## config.mk

```make
export PLATFORM = sky130hd
export DESIGN_NAME = kr580_core
export DESIGN_NICKNAME = d
export VERILOG_FILES = /design/src/verilog/kr580_pkg.sv /design/src/verilog/kr580_alu.sv /design/src/verilog/kr580_regfile.sv /design/src/verilog/kr580_control.sv /design/src/verilog/kr580_core.sv
export VERILOG_INCLUDE_DIRS = /design/src /design/src/verilog
export SDC_FILE = /design/constraint.sdc
export NUM_CORES = 1
export LEC_CHECK = 0
export BUFFER_PORTS_ARGS = -buffer_cell sky130_fd_sc_hd__buf_2
export CORE_ASPECT_RATIO = 0.8
export CORE_MARGIN = 8
export CORE_UTILIZATION = 63
export CTS_BUF_LIST = sky130_fd_sc_hd__clkbuf_4
export CTS_CLUSTER_DIAMETER = 40
export DETAILED_ROUTE_END_ITERATION = 8
export PLACE_DENSITY = 0.82
export SYNTH_ARGS = -nofsm -noshare
export SYNTH_HDL_FRONTEND = slang
export SYNTH_SLANG_ARGS = --single-unit
```

## constraint.sdc

```tcl
create_clock -name pin_clk -period 7 [get_ports pin_clk]
set_clock_uncertainty 0.2 [all_clocks]
set_input_delay 0.7 -clock pin_clk [delete_from_list [all_inputs] [get_ports pin_clk]]
set_output_delay 0.7 -clock pin_clk [all_outputs]
set_load 0.02 [all_outputs]
```

## src/verilog/kr580_defines.svh

```systemverilog
`ifndef KR580_DEFINES_SVH
`define KR580_DEFINES_SVH

// Bus widths
`define KR580_DATA_W        8
`define KR580_ADDR_W        16

// Bit positions inside F
`define KR580_FLAG_C        0
`define KR580_FLAG_P        2
`define KR580_FLAG_A        4
`define KR580_FLAG_Z        6
`define KR580_FLAG_S        7

// Register codes as they appear in opcode fields
`define KR580_REG_B         3'd0
`define KR580_REG_C         3'd1
`define KR580_REG_D         3'd2
`define KR580_REG_E         3'd3
`define KR580_REG_H         3'd4
`define KR580_REG_L         3'd5
`define KR580_REG_M         3'd6        // Memory operand at HL
`define KR580_REG_A         3'd7

// First fetch address
`define KR580_RESET_PC      16'h0000

// Fixed opcode bytes
`define KR580_OP_HALT       8'h76       // Slot of LD (HL),(HL)
`define KR580_OP_OUT        8'hD3       // OUT (n),A
`define KR580_OP_IN         8'hDB       // IN A,(n)
`define KR580_OP_JP         8'hC3       // Unconditional JP nn

`endif

```

## src/verilog/kr580_pkg.sv

```systemverilog
`default_nettype none

package kr580_pkg;

    // Accumulator operations, same order as opcode bits 5:3
    typedef enum logic [2:0] {
        ALU_ADD = 3'd0,
        ALU_ADC = 3'd1,
        ALU_SUB = 3'd2,
        ALU_SBC = 3'd3,
        ALU_AND = 3'd4,
        ALU_XOR = 3'd5,
        ALU_OR  = 3'd6,
        ALU_CP  = 3'd7
    } alu_op_e;

    // Register and ALU decode view
    typedef struct packed {
        logic [1:0] grp;        // Instruction group
        logic [2:0] dst;        // Destination or ALU operation
        logic [2:0] src;        // Source register
    } opcode_fields_t;

    // Conditional jump view
    typedef struct packed {
        logic [1:0] grp;
        logic [1:0] sel;        // Z, C, P, S
        logic       sense;      // Required flag value
        logic [2:0] low;
    } opcode_cond_t;

    // One opcode byte, decoded two ways
    typedef union packed {
        opcode_fields_t fields;
        opcode_cond_t   cond;
    } opcode_u;

endpackage

`default_nettype wire

```

## src/verilog/kr580_alu.sv

```systemverilog
`timescale 1ns/1ps
`default_nettype none

`include "kr580_defines.svh"

module kr580_alu (
    input  wire kr580_pkg::alu_op_e      alu_op_i,
    input  wire  [`KR580_DATA_W-1:0]     a_i,
    input  wire  [`KR580_DATA_W-1:0]     b_i,
    input  wire                          carry_i,
    output logic [`KR580_DATA_W-1:0]     result_o,
    output logic [`KR580_DATA_W-1:0]     flags_o
);

    import kr580_pkg::*;

    logic       cin;
    logic [8:0] sum9;
    logic [8:0] dif9;
    logic [4:0] sum5;
    logic [4:0] dif5;
    logic       cy;
    logic       hc;

    // Carry only enters ADC and SBC
    assign cin    = ((alu_op_i == ALU_ADC) || (alu_op_i == ALU_SBC)) ? carry_i : 1'b0;

    assign sum9 = {1'b0, a_i} + {1'b0, b_i} + {8'h00, cin};
    assign dif9 = {1'b0, a_i} - {1'b0, b_i} - {8'h00, cin};     // Bit 8 is the borrow
    assign sum5 = {1'b0, a_i[3:0]} + {1'b0, b_i[3:0]} + {4'h0, cin};
    assign dif5 = {1'b0, a_i[3:0]} - {1'b0, b_i[3:0]} - {4'h0, cin};

    always_comb begin
        result_o = sum9[7:0];
        cy       = 1'b0;        // Logic ops leave C and A clear
        hc       = 1'b0;
        case (alu_op_i)
            ALU_ADD,
            ALU_ADC: begin
                result_o = sum9[7:0];
                cy       = sum9[8];
                hc       = sum5[4];
            end
            ALU_SUB,
            ALU_SBC,
            ALU_CP: begin
                result_o = dif9[7:0];
                cy       = dif9[8];
                hc       = dif5[4];     // Low nibble borrow
            end
            ALU_AND: result_o = a_i & b_i;
            ALU_XOR: result_o = a_i ^ b_i;
            ALU_OR:  result_o = a_i | b_i;
            default: result_o = sum9[7:0];
        endcase
    end

    // Flag byte in 8080 layout
    always_comb begin
        flags_o                  = 8'h02;       // Bit 1 always set
        flags_o[`KR580_FLAG_S]   = result_o[7];
        flags_o[`KR580_FLAG_Z]   = (result_o == 8'h00);
        flags_o[`KR580_FLAG_P]   = ~^result_o;  // Even parity
        flags_o[`KR580_FLAG_A]   = hc;
        flags_o[`KR580_FLAG_C]   = cy;
    end

endmodule

`default_nettype wire

```

## src/verilog/kr580_regfile.sv

```systemverilog
`timescale 1ns/1ps
`default_nettype none

`include "kr580_defines.svh"

module kr580_regfile (
    input  wire                          pin_clk,
    input  wire                          rst_n_i,
    input  wire  [2:0]                   rd_sel_i,
    output logic [`KR580_DATA_W-1:0]     rd_data_o,
    input  wire                          wr_en_i,
    input  wire  [2:0]                   wr_sel_i,
    input  wire  [`KR580_DATA_W-1:0]     wr_data_i,
    input  wire                          flag_wr_i,
    input  wire  [`KR580_DATA_W-1:0]     flag_data_i,
    output logic [`KR580_DATA_W-1:0]     acc_o,
    output logic [`KR580_DATA_W-1:0]     flags_o,
    output logic [`KR580_ADDR_W-1:0]     hl_o
);

    logic [`KR580_DATA_W-1:0] b_q;
    logic [`KR580_DATA_W-1:0] c_q;
    logic [`KR580_DATA_W-1:0] d_q;
    logic [`KR580_DATA_W-1:0] e_q;
    logic [`KR580_DATA_W-1:0] h_q;
    logic [`KR580_DATA_W-1:0] l_q;
    logic [`KR580_DATA_W-1:0] a_q;
    logic [`KR580_DATA_W-1:0] f_q;

    always_ff @(posedge pin_clk or negedge rst_n_i) begin
        if (!rst_n_i) begin
            b_q <= '0;
            c_q <= '0;
            d_q <= '0;
            e_q <= '0;
            h_q <= '0;
            l_q <= '0;
            a_q <= '0;
            f_q <= '0;
        end else begin
            if (wr_en_i) begin
                case (wr_sel_i)
                    `KR580_REG_B: b_q <= wr_data_i;
                    `KR580_REG_C: c_q <= wr_data_i;
                    `KR580_REG_D: d_q <= wr_data_i;
                    `KR580_REG_E: e_q <= wr_data_i;
                    `KR580_REG_H: h_q <= wr_data_i;
                    `KR580_REG_L: l_q <= wr_data_i;
                    `KR580_REG_A: a_q <= wr_data_i;
                    default:      a_q <= a_q;   // M has no storage here
                endcase
            end
            if (flag_wr_i)
                f_q <= flag_data_i;
        end
    end

    always_comb begin
        case (rd_sel_i)
            `KR580_REG_B: rd_data_o = b_q;
            `KR580_REG_C: rd_data_o = c_q;
            `KR580_REG_D: rd_data_o = d_q;
            `KR580_REG_E: rd_data_o = e_q;
            `KR580_REG_H: rd_data_o = h_q;
            `KR580_REG_L: rd_data_o = l_q;
            default:      rd_data_o = a_q;
        endcase
    end

    assign acc_o   = a_q;
    assign flags_o = (f_q & 8'hD5) | 8'h02;     // Fixed bits 5, 3 and 1
    assign hl_o    = {h_q, l_q};

    // The control maps memory operands away from the read port
    a_rd_not_m: assert property (@(posedge pin_clk) disable iff (!rst_n_i)
        rd_sel_i != `KR580_REG_M)
        else $error("register read selects M");

endmodule

`default_nettype wire

```

## src/verilog/kr580_control.sv

```systemverilog
`timescale 1ns/1ps
`default_nettype none

`include "kr580_defines.svh"

module kr580_control (
    input  wire                          pin_clk,
    input  wire                          rst_n_i,
    input  wire  [`KR580_DATA_W-1:0]     mem_data_i,
    output logic [`KR580_ADDR_W-1:0]     mem_addr_o,
    output logic [`KR580_DATA_W-1:0]     mem_data_o,
    output logic                         mem_wr_o,
    input  wire  [`KR580_DATA_W-1:0]     port_data_i,
    output logic [`KR580_DATA_W-1:0]     port_addr_o,
    output logic [`KR580_DATA_W-1:0]     port_data_o,
    output logic                         port_wr_o,
    output logic                         halt_o,
    output kr580_pkg::alu_op_e           alu_op_o,
    output logic [`KR580_DATA_W-1:0]     alu_a_o,
    output logic [`KR580_DATA_W-1:0]     alu_b_o,
    output logic                         alu_carry_o,
    input  wire  [`KR580_DATA_W-1:0]     alu_result_i,
    input  wire  [`KR580_DATA_W-1:0]     alu_flags_i,
    output logic [2:0]                   rd_sel_o,
    input  wire  [`KR580_DATA_W-1:0]     rd_data_i,
    input  wire  [`KR580_DATA_W-1:0]     acc_i,
    input  wire  [`KR580_DATA_W-1:0]     flags_i,
    input  wire  [`KR580_ADDR_W-1:0]     hl_i,
    output logic                         wr_en_o,
    output logic [2:0]                   wr_sel_o,
    output logic [`KR580_DATA_W-1:0]     wr_data_o,
    output logic                         flag_wr_o,
    output logic [`KR580_DATA_W-1:0]     flag_data_o
);

    import kr580_pkg::*;

    logic [`KR580_ADDR_W-1:0] pc_q;
    logic [1:0]               t_q;          // T-state
    logic                     halt_q;
    opcode_u                  op_q;         // Opcode latched in T0
    opcode_u                  op;
    logic [`KR580_DATA_W-1:0] jp_lo_q;      // Low byte of jump target

    logic                     t1;
    logic                     src_m;
    logic                     dst_m;
    logic                     is_halt;
    logic                     is_ld;
    logic                     is_ldi;
    logic                     is_alu;
    logic                     is_alui;
    logic                     is_jp;
    logic                     is_out;
    logic                     is_in;
    logic                     is_cp;
    logic                     multi;
    logic                     imm_fetch;
    logic                     use_hl;
    logic                     flag_sel;
    logic                     jp_taken;
    logic [`KR580_DATA_W-1:0] operand;

    // In T0 the opcode is still on the bus
    assign op = (t_q == 2'd0) ? mem_data_i : op_q;
    assign t1 = (t_q == 2'd1);

    assign src_m   = (op.fields.src == `KR580_REG_M);
    assign dst_m   = (op.fields.dst == `KR580_REG_M);
    assign is_halt = (op == `KR580_OP_HALT);
    assign is_ld   = (op.fields.grp == 2'b01) && !is_halt;
    assign is_ldi  = (op.fields.grp == 2'b00) && src_m && !dst_m;     // LD r,i8
    assign is_alu  = (op.fields.grp == 2'b10);
    assign is_alui = (op.fields.grp == 2'b11) && src_m;               // ALU A,i8
    assign is_jp   = (op == `KR580_OP_JP) ||
                     ((op.cond.grp == 2'b11) && (op.cond.low == 3'b010));
    assign is_out  = (op == `KR580_OP_OUT);
    assign is_in   = (op == `KR580_OP_IN);

    assign multi     = is_ld || is_ldi || is_alu || is_alui || is_jp || is_out || is_in;
    assign imm_fetch = is_ldi || is_alui || is_jp || is_out || is_in;

    // Condition flag for JP cc
    always_comb begin
        case (op.cond.sel)
            2'd0:    flag_sel = flags_i[`KR580_FLAG_Z];
            2'd1:    flag_sel = flags_i[`KR580_FLAG_C];
            2'd2:    flag_sel = flags_i[`KR580_FLAG_P];
            default: flag_sel = flags_i[`KR580_FLAG_S];
        endcase
    end

    assign jp_taken = (op == `KR580_OP_JP) || (flag_sel == op.cond.sense);

    // Immediates also carry src code M, so they share the bus path
    assign operand = src_m ? mem_data_i : rd_data_i;
    assign use_hl  = t1 && ((is_ld && (src_m || dst_m)) || (is_alu && src_m));

    assign mem_addr_o = use_hl ? hl_i : pc_q;
    assign mem_data_o = rd_data_i;                  // Source of LD (HL),r
    assign mem_wr_o   = t1 && is_ld && dst_m;

    assign port_addr_o = (t1 && (is_out || is_in)) ? mem_data_i : '0;
    assign port_data_o = acc_i;
    assign port_wr_o   = t1 && is_out;

    assign alu_op_o    = alu_op_e'(op.fields.dst);
    assign alu_a_o     = acc_i;
    assign alu_b_o     = operand;
    assign alu_carry_o = flags_i[`KR580_FLAG_C];
    assign is_cp       = (alu_op_o == ALU_CP);

    assign rd_sel_o  = src_m ? `KR580_REG_A : op.fields.src;    // Keep M off the read port
    assign wr_en_o   = t1 && ((is_ld && !dst_m) || is_ldi || is_in ||
                              ((is_alu || is_alui) && !is_cp));
    assign wr_sel_o  = (is_ld || is_ldi) ? op.fields.dst : `KR580_REG_A;
    assign wr_data_o = is_in ? port_data_i :
                       (is_ld || is_ldi) ? operand : alu_result_i;

    assign flag_wr_o   = t1 && (is_alu || is_alui);
    assign flag_data_o = alu_flags_i;

    assign halt_o = halt_q;

    // Sequencer
    always_ff @(posedge pin_clk or negedge rst_n_i) begin
        if (!rst_n_i) begin
            pc_q   <= `KR580_RESET_PC;
            t_q    <= 2'd0;
            halt_q <= 1'b0;
        end else if (!halt_q) begin
            case (t_q)
                2'd0: begin
                    if (is_halt) begin
                        halt_q <= 1'b1;     // PC stays on the HALT byte
                    end else begin
                        pc_q <= pc_q + 1'b1;
                        if (multi)
                            t_q <= 2'd1;
                    end
                end
                2'd1: begin
                    if (imm_fetch)
                        pc_q <= pc_q + 1'b1;
                    t_q <= is_jp ? 2'd2 : 2'd0;
                end
                2'd2: begin
                    pc_q <= jp_taken ? {mem_data_i, jp_lo_q} : pc_q + 1'b1;
                    t_q  <= 2'd0;
                end
                default: t_q <= 2'd0;
            endcase
        end
    end

    // Opcode and jump byte latches
    always_ff @(posedge pin_clk) begin
        if (t_q == 2'd0)
            op_q <= op;
        if (t1)
            jp_lo_q <= mem_data_i;
    end

    a_bus_excl: assert property (@(posedge pin_clk) disable iff (!rst_n_i)
        !(mem_wr_o && port_wr_o))
        else $error("memory and port write in the same cycle");

    a_wr_not_m: assert property (@(posedge pin_clk) disable iff (!rst_n_i)
        wr_en_o |-> (wr_sel_o != `KR580_REG_M))
        else $error("register write selects M");

endmodule

`default_nettype wire

```

## src/verilog/kr580_core.sv

```systemverilog
`timescale 1ns/1ps
`default_nettype none

`include "kr580_defines.svh"

module kr580_core (
    input  wire                          pin_clk,
    input  wire                          rst_n_i,
    input  wire  [`KR580_DATA_W-1:0]     mem_data_i,
    output logic [`KR580_ADDR_W-1:0]     mem_addr_o,
    output logic [`KR580_DATA_W-1:0]     mem_data_o,
    output logic                         mem_wr_o,
    input  wire  [`KR580_DATA_W-1:0]     port_data_i,
    output logic [`KR580_DATA_W-1:0]     port_addr_o,
    output logic [`KR580_DATA_W-1:0]     port_data_o,
    output logic                         port_wr_o,
    output logic                         halt_o
);

    import kr580_pkg::*;

    alu_op_e                  alu_op;
    logic [`KR580_DATA_W-1:0] alu_a;
    logic [`KR580_DATA_W-1:0] alu_b;
    logic                     alu_carry;
    logic [`KR580_DATA_W-1:0] alu_result;
    logic [`KR580_DATA_W-1:0] alu_flags;
    logic [2:0]               rd_sel;
    logic [`KR580_DATA_W-1:0] rd_data;
    logic [`KR580_DATA_W-1:0] acc;
    logic [`KR580_DATA_W-1:0] flags;
    logic [`KR580_ADDR_W-1:0] hl;
    logic                     wr_en;
    logic [2:0]               wr_sel;
    logic [`KR580_DATA_W-1:0] wr_data;
    logic                     flag_wr;
    logic [`KR580_DATA_W-1:0] flag_data;

    kr580_control u_control (
        .pin_clk(pin_clk),         .rst_n_i(rst_n_i),
        .mem_data_i(mem_data_i),   .mem_addr_o(mem_addr_o),
        .mem_data_o(mem_data_o),   .mem_wr_o(mem_wr_o),
        .port_data_i(port_data_i), .port_addr_o(port_addr_o),
        .port_data_o(port_data_o), .port_wr_o(port_wr_o),
        .halt_o(halt_o),
        .alu_op_o(alu_op),         .alu_a_o(alu_a),
        .alu_b_o(alu_b),           .alu_carry_o(alu_carry),
        .alu_result_i(alu_result), .alu_flags_i(alu_flags),
        .rd_sel_o(rd_sel),         .rd_data_i(rd_data),
        .acc_i(acc),               .flags_i(flags),
        .hl_i(hl),
        .wr_en_o(wr_en),           .wr_sel_o(wr_sel),
        .wr_data_o(wr_data),       .flag_wr_o(flag_wr),
        .flag_data_o(flag_data)
    );

    kr580_alu u_alu (
        .alu_op_i(alu_op), .a_i(alu_a), .b_i(alu_b), .carry_i(alu_carry),
        .result_o(alu_result), .flags_o(alu_flags)
    );

    kr580_regfile u_regfile (
        .pin_clk(pin_clk),   .rst_n_i(rst_n_i),
        .rd_sel_i(rd_sel),   .rd_data_o(rd_data),
        .wr_en_i(wr_en),     .wr_sel_i(wr_sel),   .wr_data_i(wr_data),
        .flag_wr_i(flag_wr), .flag_data_i(flag_data),
        .acc_o(acc),         .flags_o(flags),     .hl_o(hl)
    );

endmodule

`default_nettype wire

```

==> flow_metrics.env, run 1 <==
export IMPL_worst_pin_slew_ns=1.08
export IMPL_dr_pass1_iters=6
export IMPL_cts_tree="yes"
export IMPL_drtAntennaViolNets=0
export IMPL_worst_path_max_delay_cell="dfrtp_1"
export IMPL_synthCells=728
export IMPL_first_iter_violations=889
export IMPL_r2r_cells=18
export IMPL_netlist_area_um2=7100
export IMPL_final_nets=829
export IMPL_r2r_start="u_control.t_q[1]$_DFFE_PN0P_"
export IMPL_cts_buffers=9
export IMPL_routed_wl_um=23200
export IMPL_die_w_um=135
export IMPL_synth_enable_flop_cells=16
export IMPL_rsz0062_at_grt="false"
export IMPL_critPathMaxFanout=35
export IMPL_grt_pass1_vias=6086
export IMPL_grt_max_degree=80
export IMPL_boundaryPins=61
export IMPL_reg2reg_to="u_regfile.f_q[2]$_DFFE_PN0P_"
export IMPL_multi_input_area_um2=4220
export IMPL_cp_end_kind="flip-flop"
export IMPL_synthMuxAreaShare=0.124
export IMPL_synth_area_per_cell_um2=9.75
export IMPL_worst_setup_path_type="flip-flop to flip-flop"
export IMPL_path_cells="nor3b_1, or2_1, a221o_1, a2111oi_2, inv_1, fa_1, inv_1, ha_1, a211oi_1, o21ai_0, a31oi_1, xnor2_1, a21oi_1, and2_1, ha_1, xnor2_1, xnor2_1, mux2_2"
export IMPL_synth_seq_area_share=0.346
export IMPL_grt_pass1_wl_um=35500
export IMPL_io_buffers=60
export IMPL_synth_compound_area_frac=0.239
export IMPL_core_um2=10900
export IMPL_finalSetupViolCount=0
export IMPL_worst_hold_slack_ns=0.128
export IMPL_yosysWarnings=0
export IMPL_crit_family="compound AO/OA/AOI/OAI gates"
export IMPL_setup_tns_ns=0
export IMPL_routedWlPerCell_um=25.1
export IMPL_finalCritPeriodShare=0.864
export IMPL_crit_required_ns=7.19
export IMPL_grt_overflow=0
export IMPL_hold_violations=0
export IMPL_maxCapViolCount=0
export IMPL_dieArea_um2=14900
export IMPL_grt_use_total=0.304
export IMPL_nFillCells=838
export IMPL_synthSimpleGateAreaFrac=0.146
export IMPL_worst_path_buf_inv=2
export IMPL_synth_ff_type="dfrtp_1"
export IMPL_cp_data_arrival_time_ns=6.23
export IMPL_clkLatencyLatePin_ns=0.48
export IMPL_place_congestion=1.01
export IMPL_cts_resized=0
export IMPL_startpoint="u_control.t_q[1]$_DFFE_PN0P_"
export IMPL_cp_common_cell="xnor2_1"
export IMPL_synthXorXnorAreaFrac=0.0123
export IMPL_syn_num_nets=785
export IMPL_die_y_um=111
export IMPL_hp_class="primary input to async pin"
export IMPL_clkTransAtPathRegs_ns=0.17
export IMPL_critPathMaxStageDelay_ns=1.09
export IMPL_via_per_inst=7.08
export IMPL_synth_area_leader_cell="dfrtp_1"
export IMPL_slew_headroom=0.279
export IMPL_drive_gt1_frac=0.241
export IMPL_synth_fa_ha_area_frac=0.0730
export IMPL_yosys_top_cells_area="dfrtp_1, mux2_2, edfxtp_1"
export IMPL_outcome="complete, no violations"
export IMPL_antenna_found_initial=1
export IMPL_start_util=0.649
export IMPL_syn_to_final_growth_pct=6.52
export IMPL_regArea_um2=2460
export IMPL_vias=6526
export IMPL_async_flop_share=0.832
export IMPL_ctsRootBufferMaster="clkbuf_4"
export IMPL_reg2reg_slack_ns=0.95
export IMPL_fmax_mhz=165
export IMPL_cts_max_path_buffers=2
export IMPL_ctsHoldBuffers=0
export IMPL_yosysTopAreaCellShare=0.278
export IMPL_rows=34
export IMPL_synth_ff_latch_count=95
export IMPL_dpl_hpwl_um=17600
export IMPL_drc_errors=0
export IMPL_drv_slew=0
export IMPL_period_minus_slack_ns=6.05
export IMPL_cts_setup_buffers=0
export IMPL_h_tree_depth=3
export IMPL_yosys_cell_types_count=101
export IMPL_synth_top_family_by_area="compound AO/OA/AOI/OAI gates"
export IMPL_cts_sinks=95
export IMPL_startpoint_type="flip-flop"
[per-stage QoR]
stage,setup WS (ns),cell area [um^2],utilization,cells
global route,0.611,7560,0.691,921
global placement,1.35,7410,0.678,905
finish,0.952,7560,0.692,922
detailed placement,1.08,7410,0.678,905
CTS,1.06,7560,0.691,921
floorplan,2.04,7100,-,728
[cell families after synthesis]
group,after synthesis
muxes,77
buffers and inverters,88
DFF,95
and+or+nand+nor,185
adders and majority gates,39
AOI/OAI and AO/OA,234
xor gates and xnor gates,10
[cell type report]
| type | count | area share |
|---|---|---|
| antenna | 1 | 0.000331 |
| clock buffer | 9 | 0.00893 |
| clock inverter | 7 | 0.0111 |
| inverter | 56 | 0.0285 |
| multi-input combinational | 545 | 0.557 |
| sequential | 95 | 0.325 |
| tap | 144 | 0.0238 |
| timing repair buffer | 65 | 0.0450 |
[layer usage]
layer / GRT usage / wire [um] / vias to the layer above
met5: 0 / 13 / -
met4: 0.0866 / 493 / 2
met3: 0.110 / 3180 / 54
met2: 0.417 / 9550 / 469
met1: 0.434 / 9940 / 3166
li1: - / - / 2835
[state kept, by name, summed over array words and instances, names as in the netlist]
register / cells
u_regfile.e_q: 8
u_control.halt_o: 1
u_regfile.c_q: 8
u_control.jp_lo_q: 8
u_regfile.f_q: 4
u_regfile.l_q: 8
u_regfile.acc_o: 8
u_control.t_q: 2
u_regfile.h_q: 8
u_control.op_q: 8
u_control.pc_q: 16
u_regfile.b_q: 8
u_regfile.d_q: 8
[cell usage after synthesis, types with 4 or more instances]
master	number
nand4_1	8
o21ai_1	4
and3_1	7
a222oi_1	7
nor2_2	4
nand2_1	41
xnor2_1	8
o31ai_1	4
o21a_1	6
mux2i_1	17
nand2b_1	4
nor3_1	12
inv_1	50
mux2_2	52
nor4_1	6
and2_1	10
a211oi_1	13
a31oi_1	4
nand3_1	29
a21o_1	8
buf_2	13
clkbuf_1	7
o211ai_1	7
nor2_1	28
buf_4	4
inv_2	5
ha_1	35
dfrtp_1	79
a2bb2oi_1	13
buf_6	8
mux2_4	6
fa_1	4
a21oi_1	47
o22ai_1	7
o21ai_0	47
o31a_1	4
edfxtp_1	16
a22oi_1	5
[layout by cell type, fill, tap and decap left out, drive strengths merged, types with 18 or more instances in the layout]
cell,count
nand2,43
nand3,29
buf,65
nor2,34
mux2i,18
inv,61
dfrtp,79
mux2,58
a21oi,48
ha,35
o21ai,54
[worst max-delay path by stage]
stage / slack [ns] / cells past startpoint / to
floorplan: 2.04 / 18 / u_regfile.f_q[2]$_DFFE_PN0P_
global placement: 1.35 / 18 / u_regfile.f_q[2]$_DFFE_PN0P_
detailed placement: 1.08 / 18 / u_regfile.f_q[2]$_DFFE_PN0P_
CTS: 1.06 / 18 / u_regfile.f_q[2]$_DFFE_PN0P_
global route: 0.61 / 18 / u_regfile.f_q[2]$_DFFE_PN0P_
finish: 0.95 / 18 / u_regfile.f_q[2]$_DFFE_PN0P_
Power of run 1 is left out: the tool's default activity adds up to more than one toggle a clock period on the data nets, which glitch-free logic cannot reach.
==> inputs of run 2 (changes only) <==
--- a/config.mk
+++ b/config.mk
@@ -14,6 +14,7 @@
 export CTS_CLUSTER_DIAMETER = 40
 export DETAILED_ROUTE_END_ITERATION = 8
 export PLACE_DENSITY = 0.82
+export SKIP_CTS_REPAIR_TIMING = 1
 export SYNTH_ARGS = -nofsm -noshare
 export SYNTH_HDL_FRONTEND = slang
 export SYNTH_SLANG_ARGS = --single-unit
==> constraint.sdc (replaced) <==
create_clock -name pin_clk -period 7 [get_ports pin_clk]
set_clock_uncertainty 0.2 [all_clocks]
set_input_delay 0 -clock pin_clk [delete_from_list [all_inputs] [get_ports pin_clk]]
set_output_delay 0 -clock pin_clk [all_outputs]
set_load 0.02 [all_outputs]
==> flow_metrics.env, run 2 (same netlist as run 1, synthesis figures left out) <==
export IMPL_place_congestion=0.997
export IMPL_via_per_inst=7.02
export IMPL_r2r_start="u_control.t_q[1]$_DFFE_PN0P_"
export IMPL_finalCritPeriodShare=0.852
export IMPL_final_common_cell="dfrtp_1"
export IMPL_largest_register="u_control.pc_q"
export IMPL_outcome="complete, no violations"
export IMPL_largest_reg_flops=16
export IMPL_hold_violations=0
export IMPL_grt_overflow=0
export IMPL_final_cell_mix="dfrtp_1, buf_2, mux2_2"
export IMPL_die_w_um=135
export IMPL_grt_use_total=0.301
export IMPL_cts_sinks=95
export IMPL_slew_headroom=0.267
export IMPL_finalSetupViolCount=0
export IMPL_cp_end_kind="flip-flop"
export IMPL_grt_pass1_vias=6091
export IMPL_startpoint_type="flip-flop"
export IMPL_rows=34
export IMPL_boundaryPins=61
export IMPL_start_util=0.649
export IMPL_multi_input_area_um2=4220
export IMPL_dr_pass1_iters=8
export IMPL_first_iter_violations=1220
export IMPL_ctsRootBufferMaster="clkbuf_4"
export IMPL_drtAntennaViolNets=0
export IMPL_final_nets=848
export IMPL_cts_tree="yes"
export IMPL_critPathMaxFanout=35
export IMPL_fmax_mhz=168
export IMPL_rsz0062_at_grt="false"
export IMPL_syn_to_final_growth_pct=9.20
export IMPL_io_buffers=60
export IMPL_dpl_hpwl_um=17200
export IMPL_dieArea_um2=14900
export IMPL_drive_gt1_frac=0.236
export IMPL_regArea_um2=2460
export IMPL_core_um2=10900
export IMPL_cts_max_path_buffers=2
export IMPL_drv_slew=0
export IMPL_cp_data_arrival_time_ns=6.13
export IMPL_nFillCells=843
export IMPL_grt_pass1_wl_um=35400
export IMPL_period_minus_slack_ns=5.97
export IMPL_antenna_found_initial=0
export IMPL_vias=6602
export IMPL_crit_required_ns=7.16
export IMPL_reg2reg_to="u_regfile.f_q[2]$_DFFE_PN0P_"
export IMPL_clkTransAtPathRegs_ns=0.18
export IMPL_h_tree_depth=3
export IMPL_cts_buffers=9
export IMPL_r2r_cells=19
export IMPL_die_y_um=111
export IMPL_drc_errors=0
export IMPL_routed_wl_um=23000
export IMPL_hp_class="primary input to async pin"
export IMPL_grt_max_degree=75
export IMPL_maxCapViolCount=0
export IMPL_worst_setup_path_type="flip-flop to flip-flop"
export IMPL_routedWlPerCell_um=24.4
export IMPL_clkLatencyLatePin_ns=0.48
export IMPL_worst_pin_slew_ns=1.10
export IMPL_setup_tns_ns=0
export IMPL_reg2reg_slack_ns=1.03
-- run 2: cell type report --
type / count / share of cell area
inverter: 56 / 0.0278
timing repair buffer: 84 / 0.0681
clock buffer: 9 / 0.00872
antenna: 1 / 0.000323
clock inverter: 7 / 0.0111
sequential: 95 / 0.317
tap: 144 / 0.0232
multi-input combinational: 545 / 0.544
-- run 2: worst max-delay path by stage --
stage                                       from                            to  slack (ns)  cells past startpoint
floorplan           u_control.t_q[0]$_DFFE_PN0P_  u_regfile.f_q[2]$_DFFE_PN0P_        2.08                     21
CTS                 u_control.t_q[1]$_DFFE_PN0P_  u_regfile.f_q[2]$_DFFE_PN0P_        1.15                     18
detailed placement  u_control.t_q[1]$_DFFE_PN0P_  u_regfile.f_q[2]$_DFFE_PN0P_        1.19                     18
finish              u_control.t_q[1]$_DFFE_PN0P_  u_regfile.f_q[2]$_DFFE_PN0P_        1.03                     19
global route        u_control.t_q[1]$_DFFE_PN0P_  u_regfile.f_q[2]$_DFFE_PN0P_        0.64                     17
global placement    u_control.t_q[1]$_DFFE_PN0P_  u_regfile.f_q[2]$_DFFE_PN0P_        1.35                     18
-- run 2: routing by layer --
| layer | routed length, um | track usage | vias up |
|---|---|---|---|
| met5 | 0 | 0 | - |
| met4 | 457 | 0.0560 | 0 |
| met3 | 3140 | 0.0933 | 53 |
| met2 | 9450 | 0.412 | 508 |
| met1 | 9920 | 0.454 | 3162 |
| li1 | - | - | 2879 |
-- run 2: critical path, cell delays in order, from the launching register on --
cell,delay [ns]
dfrtp_1,1.10
or2_4,0.38
inv_6,0.12
o31ai_2,0.61
a222oi_1,0.20
mux2i_1,0.32
a2bb2oi_2,0.25
inv_1,0.08
ha_1,0.40
ha_1,0.39
nor3_1,0.26
nor2_1,0.08
a31oi_1,0.20
xnor2_1,0.16
a21oi_1,0.09
and2_1,0.18
ha_1,0.31
xnor2_1,0.19
xnor2_1,0.09
mux2_2,0.26
-- run 2: stage by stage --
step                setup slack (ns)   util  hold WS [ns]  instance area [um^2]  cells
CTS                             1.15  0.692        -0.905                  7570    922
finish                          1.03  0.709        0.0625                  7750    941
detailed placement              1.19  0.678        -0.387                  7420    906
global placement                1.35  0.678        -0.387                  7420    906
global route                   0.645  0.709         0.151                  7750    940
floorplan                       2.08      -        -0.496                  7100    728
Power of run 2 is left out for the same reason.
